<file path="src/logic/mpmc_pkg.sv">
`default_nettype none

package mpmc_pkg;

	// ====================
	// Bus and memory widths
	// ====================

	// Byte address on both the Wishbone side and the application interface
	typedef logic [31:0] addr_t;

	// One Wishbone data word and its byte selects
	typedef logic [31:0] word_t;
	typedef logic [3:0] sel_t;

	// One memory strip as the controller core moves it
	typedef logic [127:0] strip_t;

	// Strip byte mask, where a set bit keeps the memory byte unchanged
	typedef logic [15:0] mask_t;

	// Strip counter for one line burst
	typedef logic [1:0] strip_cnt_t;

	// Line tag taken from address bits 31 to 5
	typedef logic [26:0] line_tag_t;

	// ====================
	// Line geometry
	// ====================

	// A line is two strips of sixteen bytes, aligned to 32 bytes
	localparam int line_strips = 2;
	localparam int strip_bytes = 16;

	// Wishbone words per strip, one write lane each
	localparam int strip_words = strip_bytes / 4;

	// ====================
	// Controller sequencing
	// ====================

	typedef enum logic [2:0] {
		idle,
		preset_rd,
		read_req,
		read_data,
		preset_wr,
		write_req,
		ack
	} mpmc_state_t;

endpackage

`default_nettype wire

</file>
<file path="src/logic/mpmc_addr_gen.sv">
`default_nettype none

module mpmc_addr_gen (
	input  logic                  clk,
	input  logic                  rst,
	input  mpmc_pkg::mpmc_state_t state,
	input  logic                  app_rdy,
	input  logic                  req_last,
	input  mpmc_pkg::addr_t       wb_adr,
	output mpmc_pkg::addr_t       addr
);

	// The register drives app_addr directly, so the address is stable
	// from the cycle after a preset state until the core takes the request
	always_ff @(posedge clk) begin
		if (rst) begin
			// High bits all ones mark the address as not yet loaded
			addr <= {{28{1'b1}}, 4'h0};
		end else begin
			case (state)
				// A fetch starts at the 32 byte line base
				mpmc_pkg::preset_rd: addr <= {wb_adr[31:5], 5'h0};
				// A write goes to the single strip that holds the word
				mpmc_pkg::preset_wr: addr <= {wb_adr[31:4], 4'h0};
				mpmc_pkg::read_req: begin
					// Step to the next strip once a request is taken
					// The last request leaves addr on the final strip,
					// which still carries the line tag for the buffer
					if (app_rdy && !req_last)
						addr <= addr + mpmc_pkg::addr_t'(mpmc_pkg::strip_bytes);
				end
				default: begin
					// Address holds in all other states
				end
			endcase
		end
	end

endmodule

`default_nettype wire

</file>
<file path="src/logic/mpmc_strip_counter.sv">
`default_nettype none

module mpmc_strip_counter (
	input  logic                  clk,
	input  logic                  rst,
	input  mpmc_pkg::mpmc_state_t state,
	input  logic                  app_rdy,
	input  logic                  app_rd_data_valid,
	output mpmc_pkg::strip_cnt_t  req_cnt,
	output mpmc_pkg::strip_cnt_t  data_cnt,
	output logic                  req_last,
	output logic                  data_last
);

	// Requests are counted as the core accepts them
	// Returns are counted on each valid strip, which may arrive with gaps
	always_ff @(posedge clk) begin
		if (rst || state == mpmc_pkg::preset_rd) begin
			req_cnt <= '0;
			data_cnt <= '0;
		end else begin
			// app_en is high for the whole read_req state
			if (state == mpmc_pkg::read_req && app_rdy)
				req_cnt <= req_cnt + mpmc_pkg::strip_cnt_t'(1);
			if (app_rd_data_valid)
				data_cnt <= data_cnt + mpmc_pkg::strip_cnt_t'(1);
		end
	end

	// Flags for the final strip of the burst on each side
	assign req_last = (req_cnt == mpmc_pkg::strip_cnt_t'(mpmc_pkg::line_strips - 1));
	assign data_last = (data_cnt == mpmc_pkg::strip_cnt_t'(mpmc_pkg::line_strips - 1));

endmodule

`default_nettype wire

</file>
<file path="src/logic/mpmc_state_machine.sv">
`default_nettype none

module mpmc_state_machine (
	input  logic                  clk,
	input  logic                  rst,
	input  logic                  start_read,
	input  logic                  start_write,
	input  logic                  app_rdy,
	input  logic                  req_last,
	input  logic                  data_last,
	input  logic                  app_rd_data_valid,
	output mpmc_pkg::mpmc_state_t state,
	output logic                  app_en,
	output logic                  app_cmd,
	output logic                  done_pulse
);

	mpmc_pkg::mpmc_state_t next_state;

	// ====================
	// Next state
	// ====================

	always_comb begin
		next_state = state;
		case (state)
			mpmc_pkg::idle: begin
				// A miss read wins if both were ever raised together
				if (start_read)
					next_state = mpmc_pkg::preset_rd;
				else if (start_write)
					next_state = mpmc_pkg::preset_wr;
			end
			mpmc_pkg::preset_rd: begin
				// One cycle for the address generator to load the line base
				next_state = mpmc_pkg::read_req;
			end
			mpmc_pkg::read_req: begin
				// Stay until the last strip request of the line is taken
				if (app_rdy && req_last)
					next_state = mpmc_pkg::read_data;
			end
			mpmc_pkg::read_data: begin
				// The final return closes the fetch
				// Earlier returns may land while requests are still going out
				if (app_rd_data_valid && data_last)
					next_state = mpmc_pkg::ack;
			end
			mpmc_pkg::preset_wr: begin
				next_state = mpmc_pkg::write_req;
			end
			mpmc_pkg::write_req: begin
				// Data and mask go with the request, so one accept ends it
				if (app_rdy)
					next_state = mpmc_pkg::ack;
			end
			mpmc_pkg::ack: begin
				next_state = mpmc_pkg::idle;
			end
			default: begin
				next_state = mpmc_pkg::idle;
			end
		endcase
	end

	always_ff @(posedge clk) begin
		if (rst)
			state <= mpmc_pkg::idle;
		else
			state <= next_state;
	end

	// ====================
	// Request outputs
	// ====================

	// app_en rises with the entry into a request state and falls the cycle
	// after the last request is taken, so it is high for all of read_req
	// and write_req and low everywhere else
	always_ff @(posedge clk) begin
		if (rst) begin
			app_en <= 1'b0;
			app_cmd <= 1'b1;
		end else begin
			case (state)
				mpmc_pkg::preset_rd: begin
					app_en <= 1'b1;
					app_cmd <= 1'b1;
				end
				mpmc_pkg::preset_wr: begin
					app_en <= 1'b1;
					app_cmd <= 1'b0;
				end
				mpmc_pkg::read_req: begin
					if (app_rdy && req_last)
						app_en <= 1'b0;
				end
				mpmc_pkg::write_req: begin
					if (app_rdy)
						app_en <= 1'b0;
				end
				default: begin
					// app_cmd keeps its last direction while idle
				end
			endcase
		end
	end

	// The Wishbone port turns this into wb_ack
	assign done_pulse = (state == mpmc_pkg::ack);

endmodule

`default_nettype wire

</file>
<file path="src/logic/mpmc_line_buffer.sv">
`default_nettype none

module mpmc_line_buffer (
	input  logic                  clk,
	input  logic                  rst,
	input  logic                  fill_en,
	input  mpmc_pkg::strip_cnt_t  fill_idx,
	input  mpmc_pkg::strip_t      fill_data,
	input  mpmc_pkg::line_tag_t   fill_tag,
	input  logic                  wr_en,
	input  mpmc_pkg::addr_t       wr_adr,
	input  mpmc_pkg::word_t       wr_data,
	input  mpmc_pkg::sel_t        wr_sel,
	input  mpmc_pkg::addr_t       rd_adr,
	output mpmc_pkg::word_t       rd_word,
	output mpmc_pkg::line_tag_t   line_tag,
	output logic                  line_valid
);

	mpmc_pkg::strip_t strips [mpmc_pkg::line_strips];
	mpmc_pkg::word_t old_word;
	mpmc_pkg::word_t merged_word;
	logic wr_hit;

	// Only a write into the buffered line touches the storage
	assign wr_hit = wr_en && line_valid && (line_tag == wr_adr[31:5]);

	// Bit 4 picks the strip and bits 3 to 2 the word within it
	assign old_word = strips[wr_adr[4]][{wr_adr[3:2], 5'h0} +: 32];

	// Bytes without a select keep their buffered value
	always_comb begin
		merged_word = old_word;
		for (int b = 0; b < 4; b++) begin
			if (wr_sel[b])
				merged_word[b*8 +: 8] = wr_data[b*8 +: 8];
		end
	end

	// Fill takes the strip at the data count, only one strip per cycle
	always_ff @(posedge clk) begin
		if (fill_en)
			strips[fill_idx[0]] <= fill_data;
		else if (wr_hit)
			strips[wr_adr[4]][{wr_adr[3:2], 5'h0} +: 32] <= merged_word;
	end

	// The tag follows the line being fetched
	always_ff @(posedge clk) begin
		if (fill_en)
			line_tag <= fill_tag;
	end

	always_ff @(posedge clk) begin
		if (rst)
			line_valid <= 1'b0;
		else if (fill_en)
			line_valid <= 1'b1;
	end

	assign rd_word = strips[rd_adr[4]][{rd_adr[3:2], 5'h0} +: 32];

endmodule

`default_nettype wire

</file>
<file path="src/logic/mpmc_wb_port.sv">
`default_nettype none

module mpmc_wb_port (
	input  logic                  clk,
	input  logic                  rst,
	input  logic                  wb_cyc,
	input  logic                  wb_stb,
	input  logic                  wb_we,
	input  mpmc_pkg::sel_t        wb_sel,
	input  mpmc_pkg::addr_t       wb_adr,
	input  mpmc_pkg::word_t       wb_dat_w,
	input  mpmc_pkg::line_tag_t   line_tag,
	input  logic                  line_valid,
	input  mpmc_pkg::word_t       rd_word,
	input  logic                  done_pulse,
	input  mpmc_pkg::mpmc_state_t state,
	output logic                  wb_ack,
	output mpmc_pkg::word_t       wb_dat_r,
	output logic                  start_read,
	output logic                  start_write,
	output mpmc_pkg::strip_t      app_wdf_data,
	output mpmc_pkg::mask_t       app_wdf_mask,
	output logic                  buf_wr_en
);

	logic busy;
	logic done_wait;
	logic can_start;
	logic hit;
	logic hit_ack;
	logic finish;

	// ====================
	// Transfer control
	// ====================

	assign hit = line_valid && (line_tag == wb_adr[31:5]);

	// A new transfer needs an idle controller and a fresh strobe
	assign can_start = wb_cyc && wb_stb && !busy && !done_wait && (state == mpmc_pkg::idle);

	// Read hits are answered from the buffer and never reach memory
	assign hit_ack = can_start && !wb_we && hit;
	assign start_read = can_start && !wb_we && !hit;

	// Writes always go through to memory
	assign start_write = can_start && wb_we;

	assign finish = done_pulse && busy;

	// The buffer copy is merged in the ack cycle, before the next hit check
	assign buf_wr_en = finish && wb_we;

	always_ff @(posedge clk) begin
		if (rst) begin
			busy <= 1'b0;
			done_wait <= 1'b0;
			wb_ack <= 1'b0;
		end else begin
			wb_ack <= hit_ack || finish;
			if (start_read || start_write)
				busy <= 1'b1;
			else if (finish)
				busy <= 1'b0;
			// The master still shows stb in the cycle after the ack edge
			if (hit_ack || finish)
				done_wait <= 1'b1;
			else if (!(wb_cyc && wb_stb))
				done_wait <= 1'b0;
		end
	end

	always_ff @(posedge clk) begin
		if (hit_ack || finish)
			wb_dat_r <= rd_word;
	end

	// ====================
	// Write lane and mask
	// ====================

	// All lanes but the addressed one are masked off
	always_comb begin
		app_wdf_data = '0;
		app_wdf_mask = '1;
		for (int i = 0; i < mpmc_pkg::strip_words; i++) begin
			if (wb_adr[3:2] == 2'(i)) begin
				app_wdf_data[i*32 +: 32] = wb_dat_w;
				app_wdf_mask[i*4 +: 4] = ~wb_sel;
			end
		end
	end

endmodule

`default_nettype wire

</file>
<file path="src/logic/mpmc_top.sv">
`default_nettype none

module mpmc_top (
	input  logic              clk,
	input  logic              rst,
	// Wishbone classic slave
	input  logic              wb_cyc,
	input  logic              wb_stb,
	input  logic              wb_we,
	input  mpmc_pkg::sel_t    wb_sel,
	input  mpmc_pkg::addr_t   wb_adr,
	input  mpmc_pkg::word_t   wb_dat_w,
	output mpmc_pkg::word_t   wb_dat_r,
	output logic              wb_ack,
	// Application interface to the controller core
	output logic              app_en,
	output logic              app_cmd,
	output mpmc_pkg::addr_t   app_addr,
	output mpmc_pkg::strip_t  app_wdf_data,
	output mpmc_pkg::mask_t   app_wdf_mask,
	input  logic              app_rdy,
	input  mpmc_pkg::strip_t  app_rd_data,
	input  logic              app_rd_data_valid
);

	mpmc_pkg::mpmc_state_t state;
	mpmc_pkg::strip_cnt_t data_cnt;
	mpmc_pkg::line_tag_t line_tag;
	mpmc_pkg::word_t rd_word;
	logic start_read;
	logic start_write;
	logic done_pulse;
	logic req_last;
	logic data_last;
	logic line_valid;
	logic buf_wr_en;

	mpmc_wb_port mpmc_wb_port_inst (
		.clk(clk), .rst(rst),
		.wb_cyc(wb_cyc), .wb_stb(wb_stb), .wb_we(wb_we), .wb_sel(wb_sel),
		.wb_adr(wb_adr), .wb_dat_w(wb_dat_w),
		.line_tag(line_tag), .line_valid(line_valid), .rd_word(rd_word),
		.done_pulse(done_pulse), .state(state),
		.wb_ack(wb_ack), .wb_dat_r(wb_dat_r),
		.start_read(start_read), .start_write(start_write),
		.app_wdf_data(app_wdf_data), .app_wdf_mask(app_wdf_mask), .buf_wr_en(buf_wr_en)
	);

	mpmc_state_machine mpmc_state_machine_inst (
		.clk(clk), .rst(rst),
		.start_read(start_read), .start_write(start_write), .app_rdy(app_rdy),
		.req_last(req_last), .data_last(data_last), .app_rd_data_valid(app_rd_data_valid),
		.state(state), .app_en(app_en), .app_cmd(app_cmd), .done_pulse(done_pulse)
	);

	// The request count only feeds req_last inside the counter
	mpmc_strip_counter mpmc_strip_counter_inst (
		.clk(clk), .rst(rst), .state(state), .app_rdy(app_rdy),
		.app_rd_data_valid(app_rd_data_valid),
		.req_cnt(), .data_cnt(data_cnt), .req_last(req_last), .data_last(data_last)
	);

	mpmc_addr_gen mpmc_addr_gen_inst (
		.clk(clk), .rst(rst), .state(state), .app_rdy(app_rdy),
		.req_last(req_last), .wb_adr(wb_adr), .addr(app_addr)
	);

	// The line tag comes from the address of the strips being fetched
	mpmc_line_buffer mpmc_line_buffer_inst (
		.clk(clk), .rst(rst),
		.fill_en(app_rd_data_valid), .fill_idx(data_cnt), .fill_data(app_rd_data),
		.fill_tag(app_addr[31:5]),
		.wr_en(buf_wr_en), .wr_adr(wb_adr), .wr_data(wb_dat_w), .wr_sel(wb_sel),
		.rd_adr(wb_adr), .rd_word(rd_word), .line_tag(line_tag), .line_valid(line_valid)
	);

endmodule

`default_nettype wire

</file>
<file path="config.mk">
export PLATFORM = sky130hd
export DESIGN_NAME = mpmc_top
export DESIGN_NICKNAME = d
export VERILOG_FILES = /design/src/logic/mpmc_pkg.sv /design/src/logic/mpmc_addr_gen.sv /design/src/logic/mpmc_strip_counter.sv /design/src/logic/mpmc_state_machine.sv /design/src/logic/mpmc_line_buffer.sv /design/src/logic/mpmc_wb_port.sv /design/src/logic/mpmc_top.sv
export SDC_FILE = /design/constraint.sdc
export NUM_CORES = 1
export LEC_CHECK = 0
export ABC_AREA = 1
export BUFFER_PORTS_ARGS = -buffer_cell sky130_fd_sc_hd__buf_4
export CAP_MARGIN = 20
export CELL_PAD_IN_SITES_DETAIL_PLACEMENT = 1
export CELL_PAD_IN_SITES_GLOBAL_PLACEMENT = 1
export CORE_AREA = 4 4 240 242
export DETAILED_ROUTE_END_ITERATION = 7
export DIE_AREA = 0 0 244 246
export GPL_ROUTABILITY_DRIVEN = 0
export HOLD_SLACK_MARGIN = 0.02
export PLACE_DENSITY = 0.77
export SLEW_MARGIN = 20
export SYNTH_ARGS = -nofsm -noshare
export SYNTH_HDL_FRONTEND = slang
export SYNTH_SLANG_ARGS = --single-unit
</file>
<file path="constraint.sdc">
create_clock -name clk -period 3.6 [get_ports clk]
set_input_delay 0.18 -clock clk [delete_from_list [all_inputs] [get_ports clk]]
set_output_delay 0.18 -clock clk [all_outputs]
set_load 0.05 [all_outputs]
</file>
==> results.yml, run 1 <==
status:
  run_status: "finished, final reports clean"
critical_path:
  max_stage_delay_ns: 0.81
  cp_max_fo: 74
  cp_common_cell: "nand2_1"
  critical_path.cell_chain: "inv_1, nand2_1, nand2_1, nor2_1, nand2_1, nor2_1, nand2_1, nor3_4, o41ai_4, buf_4, buf_4, o21ai_1"
  crit_required_ns: 3.86
  cp-start-kind: "flip-flop"
  critPathKind: "flip-flop to flip-flop"
  slowest_stage: "buf_4"
  cp.arrival_ns: 3.44
  end_kind: "flip-flop"
logic_synthesis:
  synthFlopType: "edfxtp_1"
  ys_seq_area_share_pct: 53.6
  synth_cell_types: 44
  ys_warn_count: 0
  ys_async_sr_fraction_pct: 0
  syn_area_sq_um: 19200
  synthCells: 2296
  yosysTopAreaCell: "edfxtp_1"
  synth_seq_cells: 356
  synth_edf_count: 315
  netlist.area_leader.share_pct: 49.3
  avgSynthCellArea_sq_um: 8.35
  synth_area_leaders: "edfxtp_1, nand2_1, nor2_1"
detailed_routing:
  num_vias: 18500
  drt_pass1_iterations: 5
  post-route-drc-count: 0
  drt_iter0_drc: 1268
  viasPerCell: 5.16
  wl_per_cell_microns: 21.2
  wirelength_microns: 76000
  antenna_left: 0
clock_network:
  cts.htree.levels: 2
  numCtsBuffers: 42
  clk_pin_slew_ns: 0.06
  clk_latency_ns: 0.57
  cts.path.max_buffers: 3
  cts_root_buffer: "clkbuf_16"
  cts_setup_buffers: 0
  cts_tree: "built"
  clock_sinks: 356
pwr:
  p_leak_nw: 11.7
  peakVddDrop_mv: 0.537
  power.density_nw_per_um2: 553
grt:
  grt.overflow.total: 0
  gr-usage-all-layers_pct: 24.5
  grt_pass1_wl_microns: 114000
  first_global_vias: 19800
  antenna_found_initial: 2
  grt_max_degree: 130
timing:
  setup_tns_ns: 0
  rsz0062_at_grt: "false"
  worst_pin_slew_ns: 1.10
  setup_viol: 0
  finalHoldViolations: 0
  worst_hold_slack_ns: 0.0464
  slew_headroom_pct: 26.8
  fin_crit_ns: 3.17
  finalCritPeriodShare_pct: 88.2
  skew_ns: 0.0188
  drv_slew: 0
  max_freq_ghz: 0.315
job:
  cap_viol_max_count: 0
layout:
  nNetsFinal: 3002
  layout-drive-gt1-share_pct: 19.9
  design_area_sq_um: 25800
  area_growth_pct: 34.5
floorplan:
  die_h_microns: 246
  die_w_microns: 244
  coreArea_sq_um: 55100
  die_area_sq_um: 60000
  initial_utilization_pct: 34.8
  pin_count: 414
  rows: 86
placed_design:
  numPortBuffers: 407
  placed_area_sq_um: 22900
  place_hpwl_microns: 49100
worst_hold_path:
  min_path_type: "input port to flip-flop"
[logic make-up after synthesis]
kind of cell / Yosys count / share of synthesized area, %
and+or+nand+nor: 1058 / 21.7
AOI/OAI and AO/OA: 443 / 14.0
buffers and inverters: 411 / 9.29
DFF: 356 / 53.6
xor gates and xnor gates: 20 / 0.913
adders and majority gates: 7 / 0.457
other: 1 / 0.0196
[critical path, delay by kind of cell (launching register included)]
family                 cells  cell delay, ns
and+or+nand+nor            7            0.51
DFF                        1            0.39
buffers and inverters      3            1.55
AOI/OAI and AO/OA          2            0.27
[cells in the mapped netlist, types with 2 or more instances]
cell type and instances:
o21ai_2 20, o311ai_0 3, nor3_2 3, buf_4 8, o21ai_0 169, buf_1 14
edfxtp_1 315, o22ai_1 35, xnor2_1 6, nand3_1 59, inv_2 3, buf_2 22
buf_6 24, nor3_1 14, xor2_1 14, nor2_1 287, clkbuf_1 76, nor2_4 2
nand2_1 674, a21oi_1 39, o2111ai_1 32, o21ai_1 62, ha_1 7, a31oi_1 2
dfxtp_1 41, inv_1 263, nand3_2 2, nand4_1 10, a211oi_1 2, o211ai_1 41
o21a_1 34
[placed cells by master (no fill, tap or decap), drive strengths merged, types with 11 or more instances in the layout]
cell         synthesis  layout
nor2               290     290
o2111ai             32      32
dfxtp               41      41
nor3                18      18
nand3               61      61
clkbuf              77      60
o22ai               35      35
o21ai              251     251
buf                 68     449
a21oi               40      40
o211ai              41      41
edfxtp             315     315
nand4               11      11
clkinv               0      12
o21a                34      34
nand2              675     675
dlygate4sd3          0     145
inv                266     266
xor2                14      14
[cell type report]
| type | instances | area (sq um) |
|---|---|---|
| Clock inverter | 18 | 188 |
| Timing Repair Buffer | 594 | 4950 |
| Antenna cell | 5 | 12.5 |
| Tap cell | 748 | 936 |
| Multi-Input combinational cell | 1532 | 7230 |
| Inverter | 266 | 1000 |
| Clock buffer | 60 | 1190 |
| Fill cell | 6562 | 29300 |
| Sequential cell | 356 | 10300 |
[worst paths after layout]
path                                                         from                                   to  slack (ns)  cells past startpoint
worst max-delay path            mpmc_line_buffer_inst.line_tag[8]  mpmc_line_buffer_inst.strips[0][85]        0.43                     12
worst min-delay path                              app_rd_data[89]  mpmc_line_buffer_inst.strips[1][89]        0.05                      3
worst max register to register  mpmc_line_buffer_inst.line_tag[8]  mpmc_line_buffer_inst.strips[0][85]        0.43                     12
worst min register to register        mpmc_addr_gen_inst.addr[30]   mpmc_line_buffer_inst.line_tag[25]        0.47                      0
[what timing repair did]
action	4_1_cts	5_1_grt
hold buffers	145	0
endpoints found under the hold margin	276	0
resized for setup	0	0
[sequential cells by signal (all words and copies together), names as in the netlist]
name and count:
mpmc_addr_gen_inst.addr 28, mpmc_wb_port_inst.wb_dat_r 32, mpmc_line_buffer_inst.strips 256, mpmc_state_machine_inst.app_en 1, mpmc_strip_counter_inst.req_cnt 2, mpmc_line_buffer_inst.line_valid 1
mpmc_strip_counter_inst.data_cnt 2, mpmc_state_machine_inst.state 3, mpmc_state_machine_inst.app_cmd 1, mpmc_wb_port_inst.busy 1, mpmc_wb_port_inst.done_wait 1, mpmc_wb_port_inst.wb_ack 1
mpmc_line_buffer_inst.line_tag 27
[report_power, final]
part,internal [mW],switching (mW)
sequential,5.11,0.434
clock,2.59,1.73
combinational,1.37,3.04
[layer usage]
| layer | track usage (%) | up-vias | part of all wire [%] |
|---|---|---|---|
| li1 | - | 8572 | - |
| met1 | 30.7 | 9102 | 40 |
| met2 | 43.3 | 687 | 50 |
| met3 | 4.67 | 115 | 7.4 |
| met4 | 7.34 | 0 | 2.3 |
| met5 | 0 | - | 0 |
[metrics by stage]
step	std cells	total power, mW	util, %	setup WS [ns]
6_report	3579	14.3	46.8	0.425
5_1_grt	3576	15.0	46.8	0.205
4_1_cts	3574	14.4	46.8	0.472
3_5_place_dp	3351	9.86	41.7	0.316
3_3_place_gp	3351	9.69	41.7	0.352
2_1_floorplan	2299	8.28	-	0.119
(Power assumes the default switching activity.)
==> run 2: changes to the inputs <==
- CELL_PAD_IN_SITES_DETAIL_PLACEMENT: 1 -> default
- CELL_PAD_IN_SITES_GLOBAL_PLACEMENT: 1 -> default
- PLACE_DENSITY: 0.77 -> 0.61
==> run 2 against run 1 <==
  * Maximum frequency increased by 15%
  * Hold slack got worse by 0.0020 ns
  * Wire length decreased by 7.7%
  * Largest power group unchanged
==> results.yml, run 2 (synthesized netlist as in run 1, its figures left out) <==
clock_network:
  cts_root_buffer: "clkbuf_16"
  cts_setup_buffers: 0
  clk_pin_slew_ns: 0.06
  cts.path.max_buffers: 3
  cts_tree: "built"
  cts.htree.levels: 2
  clock_sinks: 356
  clk_latency_ns: 0.58
  numCtsBuffers: 42
worst_hold_path:
  min_path_type: "input port to flip-flop"
critical_path:
  cp_max_fo: 64
  crit_required_ns: 4.01
  cp.arrival_ns: 3.18
  slowest_stage: "buf_4"
  cp-start-kind: "flip-flop"
  cp_common_cell: "nand2_1"
  end_kind: "flip-flop"
  critical_path.cell_chain: "xnor2_1, nand2_1, nor2_1, nand3_1, nor2_4, nand3_2, nand3_2, buf_4, nand2_1, nand2_1"
  max_stage_delay_ns: 0.71
  critPathKind: "flip-flop to flip-flop"
detailed_routing:
  antenna_left: 0
  drt_pass1_iterations: 7
  wirelength_microns: 70200
  post-route-drc-count: 0
  drt_iter0_drc: 1889
  num_vias: 18000
  wl_per_cell_microns: 19.6
  viasPerCell: 5.03
layout:
  final_common_cell: "nand2_1"
  fillers: 5315
  largest_reg_flops: 256
  area_growth_pct: 34.5
  layout-drive-gt1-share_pct: 19.8
  mostFrequentLayoutCells: "nand2_1, buf_4, edfxtp_1"
  nNetsFinal: 3006
timing:
  drv_slew: 0
  fin_crit_ns: 2.77
  max_freq_ghz: 0.362
  setup_viol: 0
  finalCritPeriodShare_pct: 76.8
  finalHoldViolations: 0
  rsz0062_at_grt: "false"
  worst_pin_slew_ns: 0.895
  skew_ns: 0.0356
  setup_tns_ns: 0
  slew_headroom_pct: 40.3
grt:
  grt_pass1_wl_microns: 104000
  gr-usage-all-layers_pct: 22.3
  grt_max_degree: 118
  antenna_found_initial: 10
  first_global_vias: 17200
  grt.overflow.total: 0
placed_design:
  place_hpwl_microns: 48200
  numPortBuffers: 407
pwr:
  power.density_nw_per_um2: 541
  peakVddDrop_mv: 0.564
  finalPower_mw: 14.0
  p_leak_nw: 11.7
floorplan:
  coreArea_sq_um: 55100
  die_w_microns: 244
  die_area_sq_um: 60000
  pin_count: 414
  die_h_microns: 246
  rows: 86
  initial_utilization_pct: 34.8
job:
  cap_viol_max_count: 0
status:
  run_status: "finished, final reports clean"
## run 2: cell count changes in the layout (fill, tap and decap cells not counted), moves of 2 or more
| cell | previous run | this run |
|---|---|---|
| clkinv_8 | 0 | 2 |
| clkbuf_1 | 14 | 10 |
| dlygate4sd3_1 | 145 | 149 |
| inv_2 | 6 | 4 |
| inv_1 | 259 | 261 |
| clkbuf_16 | 45 | 43 |
| clkinv_2 | 6 | 8 |
## run 2: worst paths after layout
path                                             from  cells past startpoint  slack (ns)                                   end
setup / recovery   mpmc_line_buffer_inst.line_tag[17]                     10        0.83  mpmc_line_buffer_inst.strips[1][117]
hold / removal                        app_rd_data[69]                      3        0.04   mpmc_line_buffer_inst.strips[1][69]
setup reg to reg   mpmc_line_buffer_inst.line_tag[17]                     10        0.83  mpmc_line_buffer_inst.strips[1][117]
hold reg to reg   mpmc_strip_counter_inst.data_cnt[1]                      2        0.47   mpmc_strip_counter_inst.data_cnt[1]
## run 2: stage by stage
step | std cells | hold WS (ns) | utilization [%] | cell area, sq um | setup WS (ns)
floorplan | 2299 | 0.292 | - | 19200 | 0.119
global placement | 3351 | 0.448 | 41.6 | 22900 | 0.842
detailed placement | 3351 | 0.455 | 41.6 | 22900 | 0.782
CTS | 3576 | 0.0230 | 46.8 | 25800 | 0.813
global route | 3580 | 0.0357 | 46.8 | 25800 | 0.618
finish | 3582 | 0.0444 | 46.8 | 25800 | 0.834
## run 2: final cells by class
class | count | area (sq um) | area share [%]
well taps | 748 | 936 | 3.63
clock buffers | 54 | 1130 | 4.37
multi-input cells | 1532 | 7220 | 28.0
flip-flops and latches | 356 | 10300 | 39.9
inverters | 266 | 1000 | 3.88
diodes | 6 | 15.0 | 0.0582
clock inverters | 22 | 208 | 0.805
repair buffers | 598 | 5000 | 19.4
## run 2: what timing repair did
action                    4_1_cts  5_1_grt
hold endpoints to repair      278        0
resized for setup               0        0
hold buffers                  149        0
## run 2: power by group
group          switching, mW  leakage, nW  internal (mW)
clock network           1.73        0.648           2.43
logic                   2.92         7.84           1.37
registers              0.398         3.25           5.11
## run 2: routing by layer
| layer | part of all wire, % | vias up | wire [microns] | global-route usage (%) |
|---|---|---|---|---|
| met1 | 42 | 8375 | 29600 | 30.8 |
| li1 | - | 8600 | - | - |
| met5 | 0.095 | - | 67 | 0 |
| met3 | 9.6 | 128 | 6770 | 4.88 |
| met4 | 3.1 | 10 | 2210 | 7.48 |
| met2 | 45 | 890 | 31600 | 34.9 |
## run 2: critical path, delay by kind of cell, from the launching register on
kind	cells	cell delay, ns
xor gates and xnor gates	1	0.30
buffers and inverters	1	0.71
DFF	1	0.38
and+or+nand+nor	8	1.21
==> run 3: changes to the inputs <==
- ABC_AREA: 1 -> 0
- CORE_AREA: 4 4 240 242 -> 4 4 227 229
- DIE_AREA: 0 0 244 246 -> 0 0 231 233
- PLACE_DENSITY: 0.61 -> 0.6
- clock period: 3.6 -> 2.6 ns (I/O delays scaled with it)
==> run 3 against run 2 <==
  * Power is 31% higher
  * Via count is 21% lower
  * Clock-buffer cell count is 7 lower
  * Cell area is 4.2% lower
  * Clock skew is 0.012 ns lower
  * Largest cell class unchanged
  * Critical endpoint is now mpmc_line_buffer_inst.strips[1][27]
  * Register-to-register slack worse by 0.83 ns
  * Sequential power is 33% higher
  * Clock power is 38% higher
  * Highest routed layer unchanged
  * First-iteration DRC count is 36% lower
  * Die area is 10% lower
==> results.yml, run 3 <==
grt:
  gr-usage-all-layers_pct: 22.3
  first_global_vias: 14200
  grt.overflow.total: 0
  grt_max_degree: 77
  antenna_found_initial: 6
  grt_pass1_wl_microns: 90400
detailed_routing:
  antenna_left: 0
  wl_per_cell_microns: 23.8
  drt_iter0_drc: 1200
  viasPerCell: 5.37
  drt_pass1_iterations: 5
  num_vias: 14200
  post-route-drc-count: 0
  wirelength_microns: 62700
pwr:
  peakVddDrop_mv: 0.615
  finalPower_mw: 18.3
  p_leak_nw: 9.31
  power.density_nw_per_um2: 742
clock_network:
  numCtsBuffers: 40
  cts.path.max_buffers: 3
  cts_root_buffer: "clkbuf_16"
  clk_latency_ns: 0.57
  cts.htree.levels: 2
  clock_sinks: 356
  cts_tree: "built"
  clk_pin_slew_ns: 0.06
placed_design:
  place_hpwl_microns: 41200
  numPortBuffers: 407
timing:
  setup_tns_ns: 0
  fin_crit_ns: 2.59
  finalHoldViolations: 0
  max_freq_ghz: 0.386
  skew_ns: 0.0233
  slew_headroom_pct: 52.2
  rsz0062_at_grt: "true"
  drv_slew: 0
  finalCritPeriodShare_pct: 99.7
  setup_viol: 0
  worst_hold_slack_ns: 0.0703
  worst_pin_slew_ns: 0.716
logic_synthesis:
  synth_common_cells: "edfxtp_1, and2_1, o2bb2ai_1"
  synth.area.mux_share_pct: 8.55
  ys_async_sr_fraction_pct: 0
  yosysTopAreaCell: "edfxtp_1"
  synthSimpleGateAreaFrac_pct: 13.4
  syn_area_sq_um: 17100
  synth.most_common_cell: "edfxtp_1"
  synth_edf_count: 315
  synth_cell_types: 65
  synth_fa_ha_area_share_pct: 0.512
  synthFlopType: "edfxtp_1"
  netlist.area_leader.share_pct: 55.3
  ys_seq_area_share_pct: 60.1
  synth_compound_area_share_pct: 13.1
  synth_top_family_by_area: "simple AND/OR/NAND/NOR gates"
  ys_warn_count: 0
  synth_area_leaders: "edfxtp_1, o2bb2ai_1, and2_1"
  synthCells: 1339
  synth_seq_cells: 356
  avgSynthCellArea_sq_um: 12.8
  synth_xor_area_share_pct: 1.43
critical_path:
  cp_max_fo: 12
  crit_required_ns: 2.86
  reg2reg_slack_ns: 0.007
  cp-start-kind: "flip-flop"
  cp.arrival_ns: 2.85
  end_kind: "flip-flop"
  critPathKind: "flip-flop to flip-flop"
layout:
  fillers: 4340
  final_common_cell: "buf_4"
  area_growth_pct: 44.4
  fin_util_pct: 49.7
  regArea_sq_um: 10300
  multi_input_area_sq_um: 6540
  mostFrequentLayoutCells: "buf_4, edfxtp_1, dlygate4sd3_1"
  nNetsFinal: 2137
  layout-drive-gt1-share_pct: 34.8
  largest_reg_flops: 256
floorplan:
  die_h_microns: 233
  rows: 82
  die_w_microns: 231
  initial_utilization_pct: 34.4
  coreArea_sq_um: 49700
  pin_count: 414
  die_area_sq_um: 53800
job:
  cap_viol_max_count: 0
worst_hold_path:
  min_path_type: "input port to flip-flop"
status:
  run_status: "finished, final reports clean"
-- run 3: kinds of logic (layout without fill, tap and decap cells) --
logic type	Yosys count	count (layout)
mux	98	98
xor+xnor	28	28
other cells	1	8
fa+ha+maj	7	7
buf+inv	120	737
simple gates	431	431
flops	356	356
compound gates	298	298
-- run 3: through the flow --
stage / instances / instance area [sq um] / setup slack, ns
after CTS: 2625 / 24500 / 0.00203
after detailed placement: 2384 / 21500 / -0.0960
final: 2635 / 24700 / 0.00679
after floorplan: 1342 / 17300 / -0.270
after global placement: 2384 / 21500 / -0.0986
after global routing: 2633 / 24700 / -0.0697
-- run 3: power by group --
part | internal (mW) | leakage [nW] | total (mW) | switching, mW
sequential | 6.92 | 3.24 | 7.29 | 0.369
clock | 3.32 | 0.645 | 5.74 | 2.42
combinational | 2.04 | 5.42 | 5.29 | 3.25
total | 12.3 | 9.31 | 18.3 | 6.04
-- run 3: routing by layer --
layer	GRT usage [%]	share of wire (%)
met5	0	0.043
met4	7.40	3.2
met3	5.66	8.5
met2	38.1	49
met1	27.8	40
-- run 3: final timing paths --
check                                    start                             endpoint  depth (start not counted)
min reg2reg   mpmc_line_buffer_inst.line_valid     mpmc_line_buffer_inst.line_valid                          2
max          mpmc_line_buffer_inst.line_tag[5]  mpmc_line_buffer_inst.strips[1][27]                          8
max reg2reg  mpmc_line_buffer_inst.line_tag[5]  mpmc_line_buffer_inst.strips[1][27]                          8
min                               wb_dat_w[20]  mpmc_line_buffer_inst.strips[1][20]                          3
-- run 3: critical path, stage by stage (launching register included) --
cell and delay (ns):
edfxtp_1 0.41, xnor2_2 0.16, nand4_1 0.18, buf_4 0.19, or4_4 0.51, or3_4 0.40, a21oi_4 0.13, buf_4 0.14
buf_12 0.16
-- run 3: layout make-up --
class                      instances  share of cell area (%)
sequential                       356                    41.6
tap                              672                    3.40
clock buffer                      47                    4.24
antenna                            4                  0.0405
clock inverter                    27                    1.06
multi-input combinational        866                    26.5
inverter                          13                   0.228
timing repair buffer             650                    22.9
-- run 3: what timing repair did --
action / CTS / global route
hold endpoints to repair: 291 / 0
gates resized for setup: 7 / 12
setup buffers: 7 / 2
hold buffers: 159 / 0
pin swaps: 3 / 2
setup endpoints to repair: 324 / 362
gates cloned: 1 / 4
